==> src/design/mem_map_pkg.sv <==
// Console map is word addressed (23 bits); only scratchpad and GROM extension are on chip
`default_nettype none

package mem_map_pkg;

  // ======================================================================
  // Widths and sizes
  // ======================================================================
  localparam int ADDR_W           = 23;   // CPU word address
  localparam int DATA_W           = 16;   // CPU data word
  localparam int BYTE_W           = 8;    // Host and bootloader data
  localparam int HOST_ADDR_W      = 32;   // Host side byte address
  localparam int PAD_AW           = 9;    // 512 words of scratchpad
  localparam int GEXT_AW          = 14;   // 16K words of GROM extension
  localparam int RESET_DELAY_BITS = 24;
  localparam int SDRAM_WAIT_LIMIT = 100;  // Busy timeout, cycles
  localparam int WAIT_CNT_W       = 7;    // Must hold SDRAM_WAIT_LIMIT

  // ======================================================================
  // Decode constants, compared against upper word address bits
  // ======================================================================
  localparam logic [7:0]  CPU_CTRL_TAG = 8'hFF;    // Host addr 31:24
  localparam logic [3:0]  HOST_RAM_TAG = 4'h0;     // Host addr 31:28
  localparam logic [13:0] PAD_PAGE     = 14'h0040; // Bits 22:9
  localparam logic [10:0] ROM_PAGE     = 11'h000;  // Console ROM, bits 22:12
  localparam logic [10:0] LOEXP_PAGE   = 11'h001;  // Low expansion RAM
  localparam logic [10:0] HIEXP_PAGE   = 11'h005;  // High expansion, lower 8K
  localparam logic [9:0]  HIEXP_TOP    = 10'h003;  // High expansion, upper 16K, bits 22:13
  localparam logic [7:0]  GROM_PAGE    = 8'h01;    // GROM space, bits 22:15
  localparam logic [7:0]  DSR_PAGE     = 8'h03;    // DSR ROM area
  localparam logic [2:0]  GEXT_FIRST   = 3'd3;     // Bits 14:12 window
  localparam logic [2:0]  GEXT_LAST    = 3'd6;
  localparam logic [3:0]  SAMS_PAGE    = 4'h1;     // Bits 22:19
  localparam logic [2:0]  CART_PAGE    = 3'h1;     // Bits 22:20
  localparam logic [2:0]  SPARE_PAGE   = 3'h2;

  typedef enum logic [1:0] {
    REG_NONE  = 2'd0,  // Unmapped, reads zero
    REG_PAD   = 2'd1,
    REG_GEXT  = 2'd2,
    REG_SDRAM = 2'd3
  } region_e;

endpackage

`default_nettype wire

==> src/design/region_decoder.sv <==
// Pure combinational decode; scratchpad wins over GROM extension, which wins over SDRAM
`timescale 1ns/1ps
`default_nettype none

module region_decoder
(
  input  logic [mem_map_pkg::ADDR_W-1:0] i_addr,
  output mem_map_pkg::region_e           o_region
);
  import mem_map_pkg::*;

  logic pad_sel;
  logic grom_sel;
  logic gext_sel;
  logic sdram_sel;
  logic [2:0] grom_bank;

  assign grom_bank = i_addr[14:12];                    // GROM 8K slot
  assign pad_sel   = (i_addr[ADDR_W-1:9] == PAD_PAGE);
  assign grom_sel  = (i_addr[ADDR_W-1:15] == GROM_PAGE);
  assign gext_sel  = grom_sel && (grom_bank >= GEXT_FIRST) && (grom_bank <= GEXT_LAST);

  // Everything that lives in SDRAM
  assign sdram_sel = (i_addr[ADDR_W-1:12] == ROM_PAGE)    // Console ROM
                  || (i_addr[ADDR_W-1:12] == LOEXP_PAGE)  // 2000..3FFF
                  || (i_addr[ADDR_W-1:12] == HIEXP_PAGE)  // A000..BFFF
                  || (i_addr[ADDR_W-1:13] == HIEXP_TOP)   // C000..FFFF
                  || (grom_sel && !gext_sel)              // Console GROM
                  || (i_addr[ADDR_W-1:15] == DSR_PAGE)
                  || (i_addr[ADDR_W-1:19] == SAMS_PAGE)   // 1M..2M
                  || (i_addr[ADDR_W-1:20] == CART_PAGE)   // Cartridges
                  || (i_addr[ADDR_W-1:20] == SPARE_PAGE);

  always_comb
  begin
    if (pad_sel)
      o_region = REG_PAD;
    else if (gext_sel)
      o_region = REG_GEXT;
    else if (sdram_sel)
      o_region = REG_SDRAM;
    else
      o_region = REG_NONE;  // Unmapped
  end

endmodule

`default_nettype wire

==> config.mk <==
export PLATFORM = sky130hd
export DESIGN_NAME = region_decoder
export DESIGN_NICKNAME = d
export VERILOG_FILES = /design/src/design/mem_map_pkg.sv /design/src/design/region_decoder.sv
export SDC_FILE = /design/constraint.sdc
export NUM_CORES = 1
export LEC_CHECK = 0
export ABC_AREA = 1
export BUFFER_PORTS_ARGS = -buffer_cell sky130_fd_sc_hd__buf_2
export CAP_MARGIN = 0
export CORE_AREA = 2 2 39 41
export DETAILED_ROUTE_END_ITERATION = 12
export DIE_AREA = 0 0 41 43
export PLACE_DENSITY = 0.5
export REMOVE_ABC_BUFFERS = 1
export SETUP_SLACK_MARGIN = 0.3
export SLEW_MARGIN = 0
export SYNTH_ARGS = -nofsm -noshare
export SYNTH_HDL_FRONTEND = slang
export SYNTH_SLANG_ARGS = --single-unit
==> constraint.sdc <==
create_clock -name vclk -period 0.8
set_input_delay 0.08 -clock vclk [all_inputs]
set_output_delay 0.08 -clock vclk [all_outputs]
set_load 0.1 [all_outputs]
# Yosys cells after proc, flatten, opt, wreduce, memory -nomap -nowiden
# Cells that the tools add are included.
# totals
regBits,0
latchBits,0
ram_bits,0
rom_bits,0
input_bits,23
output_inout_bits,2
word_cells,27
n_memories,0
# classes
add_sub_neg,0
n_mul,0
n_div,0
magnitude_cmp,2
eq_ne,9
shift,0
n_mux,3
n_bitwise,0
reduce_logical,13
# ops
cell,n
14-bit by 7-bit equality test with 1-bit output (second input constant),1
11-bit by 1-bit equality test with 1-bit output (second input constant),1
11-bit by 3-bit equality test with 1-bit output (second input constant),1
11-bit logical NOT,1
10-bit by 2-bit equality test with 1-bit output (second input constant),1
8-bit by 1-bit equality test with 1-bit output (second input constant),1
8-bit by 2-bit equality test with 1-bit output (second input constant),1
1-bit logical OR,8
2-bit two-way mux,3
4-bit by 1-bit equality test with 1-bit output (second input constant),1
3-bit by 1-bit equality test with 1-bit output (second input constant),1
3-bit by 2-bit equality test with 1-bit output (second input constant),1
3-bit by 2-bit greater-or-equal comparator with 1-bit output (second input constant),1
3-bit less-or-equal comparator (second input constant),1
1-bit logical AND,3
1-bit logical NOT,1

# Depth between registers and ports, before layout
# Gate-level depths: netlist (run 1).
# depth
ltp_word,13
mapped_depth,6
depth_no_buf,6

# Worst setup path before layout (run 1)
# Ideal clock, no wire load.
# synth_timing
path_type,input-to-output
start,input i_addr[22] in the netlist's numbering
end,output o_region[0]
arrival_ns,1.720
required_ns,0.720
slack_ns,-1.000
cell_stages,5
n_path_buf,0
cell_sequence,nor2_1 nand4_1 nor2_1 nor2_1 nor2_1
# synth_between
elab_chain_cells,13
word_cells_on_any_way,25
classes_between,9 x eq/ne; 3 x mux; 13 x reduce/logical
# synth_lines
item,line_no,source
from (decl),region_decoder.sv:7,"input logic [mem_map_pkg::ADDR_W-1:0] i_addr,"
8-bit by 1-bit equality test with 1-bit output,region_decoder.sv:20,assign grom_sel = (i_addr[ADDR_W-1:15] == GROM_PAGE);
1-bit logical AND (2 in a row),region_decoder.sv:21,assign gext_sel = grom_sel && (grom_bank >= GEXT_FIRST) && (grom_bank <= GEXT_LAST);
1-bit logical NOT,region_decoder.sv:28,|| (grom_sel && !gext_sel)
1-bit logical AND,region_decoder.sv:28,
1-bit logical OR,region_decoder.sv:28,
1-bit logical OR,region_decoder.sv:29,|| (i_addr[ADDR_W-1:15] == DSR_PAGE)
1-bit logical OR,region_decoder.sv:30,|| (i_addr[ADDR_W-1:19] == SAMS_PAGE)
1-bit logical OR,region_decoder.sv:31,|| (i_addr[ADDR_W-1:20] == CART_PAGE)
1-bit logical OR,region_decoder.sv:32,|| (i_addr[ADDR_W-1:20] == SPARE_PAGE);
2-bit two-way mux,region_decoder.sv:40,else if (sdram_sel)
2-bit two-way mux,region_decoder.sv:38,else if (gext_sel)
2-bit two-way mux *,region_decoder.sv:36,if (pad_sel)
to (decl),region_decoder.sv:8,output mem_map_pkg::region_e o_region
# Every way passes the cells marked *; elsewhere a longest branch is shown, timed or not.

# Worst setup path after layout (run 1)
# layout_timing
start,input i_addr[19] in the netlist's numbering
end,output o_region[1]
# Same word-level chain as after synthesis.

==> flow_metrics.env, run 1 <==
export IMPL_outcome="finished with violations"
export IMPL_violations="negative setup slack"
export IMPL_vias=257
export IMPL_dr_pass1_iters=3
export IMPL_slew_viol_final=0
export IMPL_dp_cells=65
export IMPL_antenna_left=0
export IMPL_relSlewSlack_pct=89.86
export IMPL_antenna_found_initial=0
export IMPL_multi_input_area_um2=158.9
export IMPL_die_area_um2=1763
export IMPL_ff_latch_area_um2=0
export IMPL_drive_above_1_share_pct=57.14
export IMPL_postCtsHoldBufs=0
export IMPL_power_frac_comb_pct=100.0
export IMPL_cp_required_ns=0.72
export IMPL_p_per_area_nw_per_um2=640.6
export IMPL_power_clock_fraction_pct=0
export IMPL_grt_ovfl_total=0
export IMPL_grt_max_degree=5
export IMPL_setup_violations=2
export IMPL_wirelength_um=556
export IMPL_core_um2=1384
export IMPL_ys_seq_area_share_pct=0
export IMPL_post_dp_cell_area_um2=282.8
export IMPL_p_seq_share_pct=0
export IMPL_finalCritPeriodShare_pct=125.2
export IMPL_drt_iter0_drc=2
export IMPL_yosysWarnings=0
export IMPL_nets=74
export IMPL_p_int_uw=105.1
export IMPL_synth_fa_ha_area_share_pct=0
export IMPL_grt_pass1_vias=231
export IMPL_syn_area_per_cell_um2=4.440
export IMPL_n_sequential_cell=0
export IMPL_pin_count=25
export IMPL_grt_pass1_wl_um=841
export IMPL_gp_congestion=0.7064
export IMPL_port_buffers=16
export IMPL_switching_share_pct=54.32
export IMPL_p_total_uw=230.0
export IMPL_wl_per_cell_um=8.554
export IMPL_num_fill_cells=158
export IMPL_synth_compound_area_share_pct=14.55
export IMPL_grt_setup_unrepaired="yes"
export IMPL_synth_xor_area_share_pct=0
export IMPL_die_w_um=41
export IMPL_max_freq_mhz=998.0
export IMPL_synth_area_mux_share_pct=0
export IMPL_syn_cell_area_um2=137.6
export IMPL_initial_core_util_pct=9.946
export IMPL_yosys_area_share_simple_pct=74.55
export IMPL_synth_area_leaders="nor2_1 33%, nand2_1 16%, nand4_1 14%, inv_1 11%, a21boi_1 5.5%"
export IMPL_post_cts_buffers=0
export IMPL_synth_top_family_by_area="simple AND/OR/NAND/NOR gates"
export IMPL_synth_top_area_cell="nor2_1"
export IMPL_hold_path_class="primary input to output pin"
export IMPL_yosysUniqueCellTypes=10
export IMPL_die_y_um=43
export IMPL_area_growth_synth_to_final_pct=160.9
export IMPL_period_needed_ns=1.002
export IMPL_core_rowCount=14
export IMPL_critPathArrivalTime_ns=0.92
export IMPL_clock_buffers=0
export IMPL_viasPerCell=3.954
export IMPL_cap_violations=0
export IMPL_peakVddDrop_uv=235.3
export IMPL_p_leak_uw=0.0001705
export IMPL_synthesis_instances=31
export IMPL_grt_total_usage_pct=6.394
export IMPL_crit_path_end_kind="output pin"
export IMPL_hold_viol=0
export IMPL_power_switching_uw=124.9
export IMPL_dp_slack_ns=-0.2967
export IMPL_fin_ws_ns=-0.2020
export IMPL_drc=0
export IMPL_ys_top_cells_by_count="12 x nor2_1, 6 x nand2_1, 4 x inv_1, 3 x nand4_1"
export IMPL_yosysTopAreaCellShare_pct=32.73
export IMPL_cp_max_fo=4
export IMPL_start_kind="primary input"
export IMPL_antenna_cells=0
export IMPL_critPathKind="primary input to output pin"
export IMPL_final_cell_count_no_fill=65
export IMPL_final_cell_area_um2=359.1
export IMPL_dp_hpwl_um=410.5
export IMPL_synth_most_common_cell="nor2_1"
export IMPL_worst_slew_pin_slew_ns=0.1520
[cell type report]
| class | count | share of cell area, % |
|---|---|---|
| inverters | 4 | 4.181 |
| repair buffers | 18 | 45.99 |
| multi-input cells | 27 | 44.25 |
| well taps | 16 | 5.575 |
[critical path, cell delays in order]
cell and delay [ns]:
buf_6 0.09, nor2_4 0.13, nand4_1 0.10, nor2_2 0.11, nor2_2 0.06, nor2_2 0.14, buf_12 0.19
[worst paths after layout]
path / end / slack (ns) / cells after the start / start
setup / recovery: o_region[1] / -0.20 / 7 / i_addr[19]
hold / removal: o_region[0] / 0.74 / 7 / i_addr[22]
[power groups by stage]
stage	Clock, uW	Combinational (uW)	Sequential (uW)
2_1_floorplan	0	97.0	0
3_3_place_gp	0	186	0
3_5_place_dp	0	189	0
4_1_cts	0	226	0
5_1_grt	0	248	0
6_report	0	230	0
[cell usage in the layout, fill, tap and decap left out]
cell,synthesis,final
nand4_1,3,3
nor2_4,0,3
nor2_1,12,6
buf_2,0,7
inv_1,4,3
buf_12,0,2
nand2_1,6,5
buf_4,0,3
nor2_2,1,4
a21oi_1,1,1
a21boi_2,0,1
o21a_1,1,1
nor3_1,1,1
inv_2,0,1
buf_6,0,6
nand2_2,0,1
nand3_1,1,1
[logic make-up after synthesis]
group,count (synthesis)
AO/OA/AOI/OAI,3
buffers and inverters,4
AND/OR/NAND/NOR,24
[layer usage]
layer  up-vias  global-route usage (%)  routed length, um
met4         0                       0                  0
met2        12                   12.50                288
met1       109                   7.278                218
met3         0                  0.5236                 49
met5         -                       0                  0
li1        136                       -                  -
[through the flow]
stage | hold slack (ns) | TNS (ns) | util [%]
final | 0.7380 | -0.3987 | 25.95
after detailed placement | 0.7522 | -0.5905 | 20.43
after floorplan | 0.7060 | -2.000 | -
after global routing | 0.7950 | -0.5648 | 25.95
after global placement | 0.7434 | -0.5323 | 20.43
after CTS | 0.7237 | -0.3659 | 25.32
[repair_timing]
action                     CTS  global route
pin swaps                    1             3
hold endpoints to repair     0             0
gates resized for setup     16             4
setup endpoints to repair    2             2
No activity file was read; power rests on OpenSTA's default activity.
==> inputs of run 2 (changes only) <==
Settings changed: ABC_AREA 1 to unset, PLACE_DENSITY 0.5 to 0.47.
==> flow_metrics.env, run 2 <==
export IMPL_utilization_pct=25.32
export IMPL_grt_max_degree=5
export IMPL_pin_count=25
export IMPL_yosysWarnings=0
export IMPL_final_cell_mix="10 x buf_2, 4 x nor2_1, 3 x a21oi_2, 3 x buf_6, 3 x buf_4"
export IMPL_final_cell_area_um2=350.3
export IMPL_grt_setup_unrepaired="yes"
export IMPL_crit_buf_inv=2
export IMPL_clock_buffers=0
export IMPL_wirelength_um=462
export IMPL_vias=209
export IMPL_synth_area_mux_share_pct=0
export IMPL_final_cell_count_no_fill=54
export IMPL_p_per_area_nw_per_um2=669.7
export IMPL_period_needed_ns=1.085
export IMPL_core_um2=1384
export IMPL_finalCritPeriodShare_pct=135.7
export IMPL_crit_path_end_kind="output pin"
export IMPL_wl_per_cell_um=8.556
export IMPL_relSlewSlack_pct=82.19
export IMPL_violations="negative setup slack"
export IMPL_yosysUniqueCellTypes=12
export IMPL_grt_pass1_vias=204
export IMPL_cp_required_ns=0.72
export IMPL_synth_top_family_by_area="simple AND/OR/NAND/NOR gates"
export IMPL_cap_violations=0
export IMPL_nets=63
export IMPL_worst_slew_pin_slew_ns=0.2666
export IMPL_synth_compound_area_share_pct=33.33
export IMPL_syn_area_per_cell_um2=5.729
export IMPL_dr_pass1_iters=2
export IMPL_slowest_delay_ns=0.20
export IMPL_die_y_um=43
export IMPL_synth_fa_ha_area_share_pct=0
export IMPL_yosysTopAreaCellShare_pct=17.24
export IMPL_grt_total_usage_pct=6.306
export IMPL_yosys_area_share_simple_pct=55.17
export IMPL_synth_xor_area_share_pct=8.046
export IMPL_slowest_stage="a211oi_4"
export IMPL_n_sequential_cell=0
export IMPL_hold_path_class="primary input to output pin"
export IMPL_outcome="finished with violations"
export IMPL_crit_chain="buf_8 -> nor2b_4 -> a211oi_4 -> o311ai_4 -> a21oi_2 -> buf_12"
export IMPL_postCtsHoldBufs=0
export IMPL_dp_slack_ns=-0.4174
export IMPL_cp_max_fo=3
export IMPL_grt_pass1_wl_um=800
export IMPL_synth_most_common_cell="nor2_1"
export IMPL_grt_ovfl_total=0
export IMPL_syn_cell_area_um2=108.9
export IMPL_fin_ws_ns=-0.2853
export IMPL_drc=0
export IMPL_area_growth_synth_to_final_pct=221.8
export IMPL_dp_hpwl_um=349.8
export IMPL_dp_cells=54
export IMPL_ys_seq_area_share_pct=0
export IMPL_p_leak_uw=0.0001409
export IMPL_port_buffers=16
export IMPL_antenna_left=0
export IMPL_setup_violations=2
export IMPL_peakVddDrop_uv=180.2
export IMPL_ys_top_cells_by_count="5 x nor2_1, 3 x a21oi_1, 2 x nand2_1"
export IMPL_antenna_found_initial=0
export IMPL_gp_congestion=0.6260
export IMPL_core_rowCount=14
export IMPL_start_kind="primary input"
export IMPL_critPathKind="primary input to output pin"
export IMPL_synth_top_area_cell="nor2_1"
export IMPL_slew_viol_final=0
export IMPL_drt_iter0_drc=2
export IMPL_die_w_um=41
export IMPL_drive_above_1_share_pct=76.32
export IMPL_fin_tns_setup_ns=-0.5656
export IMPL_synth_area_leaders="nor2_1 17%, nor3_4 15%, a21oi_1 14%, o311ai_1 8.0%, xor2_1 8.0%"
export IMPL_initial_core_util_pct=7.866
export IMPL_layout_commonest_cell="buf_2"
export IMPL_viasPerCell=3.870
export IMPL_post_dp_cell_area_um2=261.5
export IMPL_critPathTopFamily="compound AO/OA/AOI/OAI gates"
export IMPL_die_area_um2=1763
export IMPL_ff_latch_area_um2=0
export IMPL_max_freq_mhz=921.4
export IMPL_critPathArrivalTime_ns=1.01
export IMPL_antenna_cells=0
export IMPL_synthesis_instances=19
export IMPL_hold_viol=0
[run 2: timing repair]
item                                    in CTS  in global routing
setup buffers                                0                  0
pin swaps                                    2                  1
hold endpoints to repair                     0                  0
endpoints found under the setup margin       2                  2
resized for setup                           15                  7
[run 2: worst paths after layout]
path,startpoint,to,slack [ns],cells past startpoint
max,i_addr[13],o_region[0],-0.29,6
min,i_addr[22],o_region[1],0.59,5
[run 2: cell type report]
class / instances / area, um2
fillers: 155 / 1033
inverters: 1 / 3.754
multi-input cells: 18 / 165.2
well taps: 16 / 20.02
repair buffers: 19 / 161.4
[run 2: kinds of logic (layout without fill, tap and decap cells)]
family,after synthesis,in the layout
compound gates,6,6
xor+xnor,1,1
buf+inv,1,20
simple gates,11,11
[run 2: layer usage]
metal / GRT usage, % / vias to the layer above / wire (um)
li1: - / 107 / -
met1: 7.325 / 91 / 155
met2: 12.50 / 11 / 263
met3: 0 / 0 / 43
met4: 0 / 0 / 0
met5: 0 / - / 0
[run 2: where the power goes]
part | switching [uW] | internal (uW)
Sequential | 0 | 0
Clock | 0 | 0
Combinational | 127 | 107
Total | 127 | 107
[run 2: through the flow]
step / hold WS [ns] / total power [uW]
finish: 0.5949 / 234.6
global route: 0.6165 / 248.0
CTS: 0.6109 / 222.7
detailed placement: 0.6344 / 181.5
global placement: 0.6295 / 180.5
floorplan: 0.6344 / 86.94
==> inputs of run 3 (changes only) <==
Settings changed: PLACE_DENSITY 0.47 to 0.48, SETUP_SLACK_MARGIN 0.3 to 0.1.
Clock period 0.8 ns to 0.89 ns, I/O delays scaled along.
==> flow_metrics.env, run 3 (synthesis gave the netlist of run 2 again) <==
export IMPL_final_cell_count_no_fill=54
export IMPL_cap_violations=0
export IMPL_whs_ns=0.6343
export IMPL_grt_max_degree=5
export IMPL_p_per_area_nw_per_um2=605.9
export IMPL_holdCritStartpoint="i_addr[22]"
export IMPL_slew_viol_final=0
export IMPL_initial_core_util_pct=7.866
export IMPL_core_rowCount=14
export IMPL_viasPerCell=3.852
export IMPL_layout_commonest_cell="buf_2"
export IMPL_holdPathEnd="o_region[1]"
export IMPL_hold_viol=0
export IMPL_final_cell_mix="12 x buf_2, 4 x nor2_1, 3 x buf_4"
export IMPL_drc=0
export IMPL_pin_count=25
export IMPL_grt_pass1_wl_um=621
export IMPL_port_buffers=16
export IMPL_critPathArrivalTime_ns=1.07
export IMPL_crit_chain="buf_8 -> nor2b_4 -> a211oi_2 -> o311ai_4 -> a21oi_2 -> buf_12"
export IMPL_cp_max_fo=3
export IMPL_peakVddDrop_uv=145.1
export IMPL_nets=63
export IMPL_violations="negative setup slack"
export IMPL_outcome="finished with violations"
export IMPL_vias=208
export IMPL_p_leak_uw=0.0001343
export IMPL_grt_setup_unrepaired="yes"
export IMPL_num_fill_cells=160
export IMPL_area_growth_synth_to_final_pct=198.9
export IMPL_period_needed_ns=1.158
export IMPL_critPathKind="primary input to output pin"
export IMPL_grt_ovfl_total=0
export IMPL_dp_cells=54
export IMPL_start_kind="primary input"
export IMPL_slowest_stage="a211oi_2"
export IMPL_drt_iter0_drc=0
export IMPL_fin_ws_ns=-0.2682
export IMPL_postCtsHoldBufs=0
export IMPL_die_area_um2=1763
export IMPL_grt_pass1_vias=165
export IMPL_worst_slew_pin_slew_ns=0.2901
export IMPL_relSlewSlack_pct=80.62
export IMPL_finalCritPeriodShare_pct=130.1
export IMPL_die_w_um=41
export IMPL_gp_congestion=0.6102
export IMPL_antenna_left=0
export IMPL_wl_per_cell_um=8.519
export IMPL_drive_above_1_share_pct=73.68
export IMPL_max_freq_mhz=863.4
export IMPL_slowest_delay_ns=0.25
export IMPL_ff_latch_area_um2=0
export IMPL_clock_buffers=0
export IMPL_antenna_found_initial=0
export IMPL_setup_violations=2
export IMPL_core_um2=1384
export IMPL_dr_pass1_iters=1
export IMPL_antenna_cells=0
export IMPL_cp_required_ns=0.80
export IMPL_crit_path_end_kind="output pin"
export IMPL_crit_buf_inv=2
export IMPL_critPathTopFamily="compound AO/OA/AOI/OAI gates"
export IMPL_n_sequential_cell=0
export IMPL_wirelength_um=460
export IMPL_hold_path_class="primary input to output pin"
export IMPL_hold_path_depth=5
export IMPL_dp_slack_ns=-0.3479
export IMPL_die_y_um=43
export IMPL_grt_total_usage_pct=4.695
export IMPL_utilization_pct=23.51
run 3: cell types whose count changed in the layout (fill, tap and decap cells not counted), sizes merged:
| cell | delta |
|---|---|
| clkbuf | +1 |
| buf | -1 |
run 3: report_power, final:
part | internal [uW] | switching [uW]
combinational | 87.0 | 110
clock | 0 | 0
sequential | 0 | 0
run 3: worst max-delay path by stage:
stage	start	end	cells after the start	slack, ns
2_1_floorplan	i_addr[13]	o_region[0]	4	-1.19
4_1_cts	i_addr[13]	o_region[0]	6	-0.21
5_1_grt	i_addr[13]	o_region[0]	6	-0.30
3_5_place_dp	i_addr[13]	o_region[0]	6	-0.35
6_report	i_addr[13]	o_region[0]	6	-0.27
3_3_place_gp	i_addr[13]	o_region[0]	6	-0.35
run 3: final cells by class:
class              count  area [um2]  area share (%)
multi-input cells     18       156.4           48.08
repair buffers        19       145.1           44.62
well taps             16       20.02           6.154
inverters              1       3.754           1.154
run 3: metal layers:
layer	vias to the layer above	track usage (%)	part of all wire, %
met2	11	8.438	52
met4	0	0	0
met5	-	0	0
li1	108	-	-
met1	89	6.329	37
met3	0	0	11
run 3: repair_timing:
item | 4_1_cts | 5_1_grt
setup endpoints to repair | 2 | 2
gates resized for setup | 11 | 4
pin swaps | 2 | 0
setup buffers | 0 | 0
run 3: per-stage QoR:
| step | total power, uW | setup TNS (ns) | area (um2) |
|---|---|---|---|
| finish | 197.1 | -0.5304 | 325.3 |
| floorplan | 78.15 | -2.390 | 108.9 |
| global route | 208.3 | -0.6040 | 325.3 |
| CTS | 185.8 | -0.4224 | 306.5 |
| global placement | 162.1 | -0.6993 | 261.5 |
| detailed placement | 163.2 | -0.6930 | 261.5 |
run 3: tightest hold or removal path, delay by kind of cell:
family	cells	cell delay, ns
compound gates	3	0.22
buf+inv	2	0.25
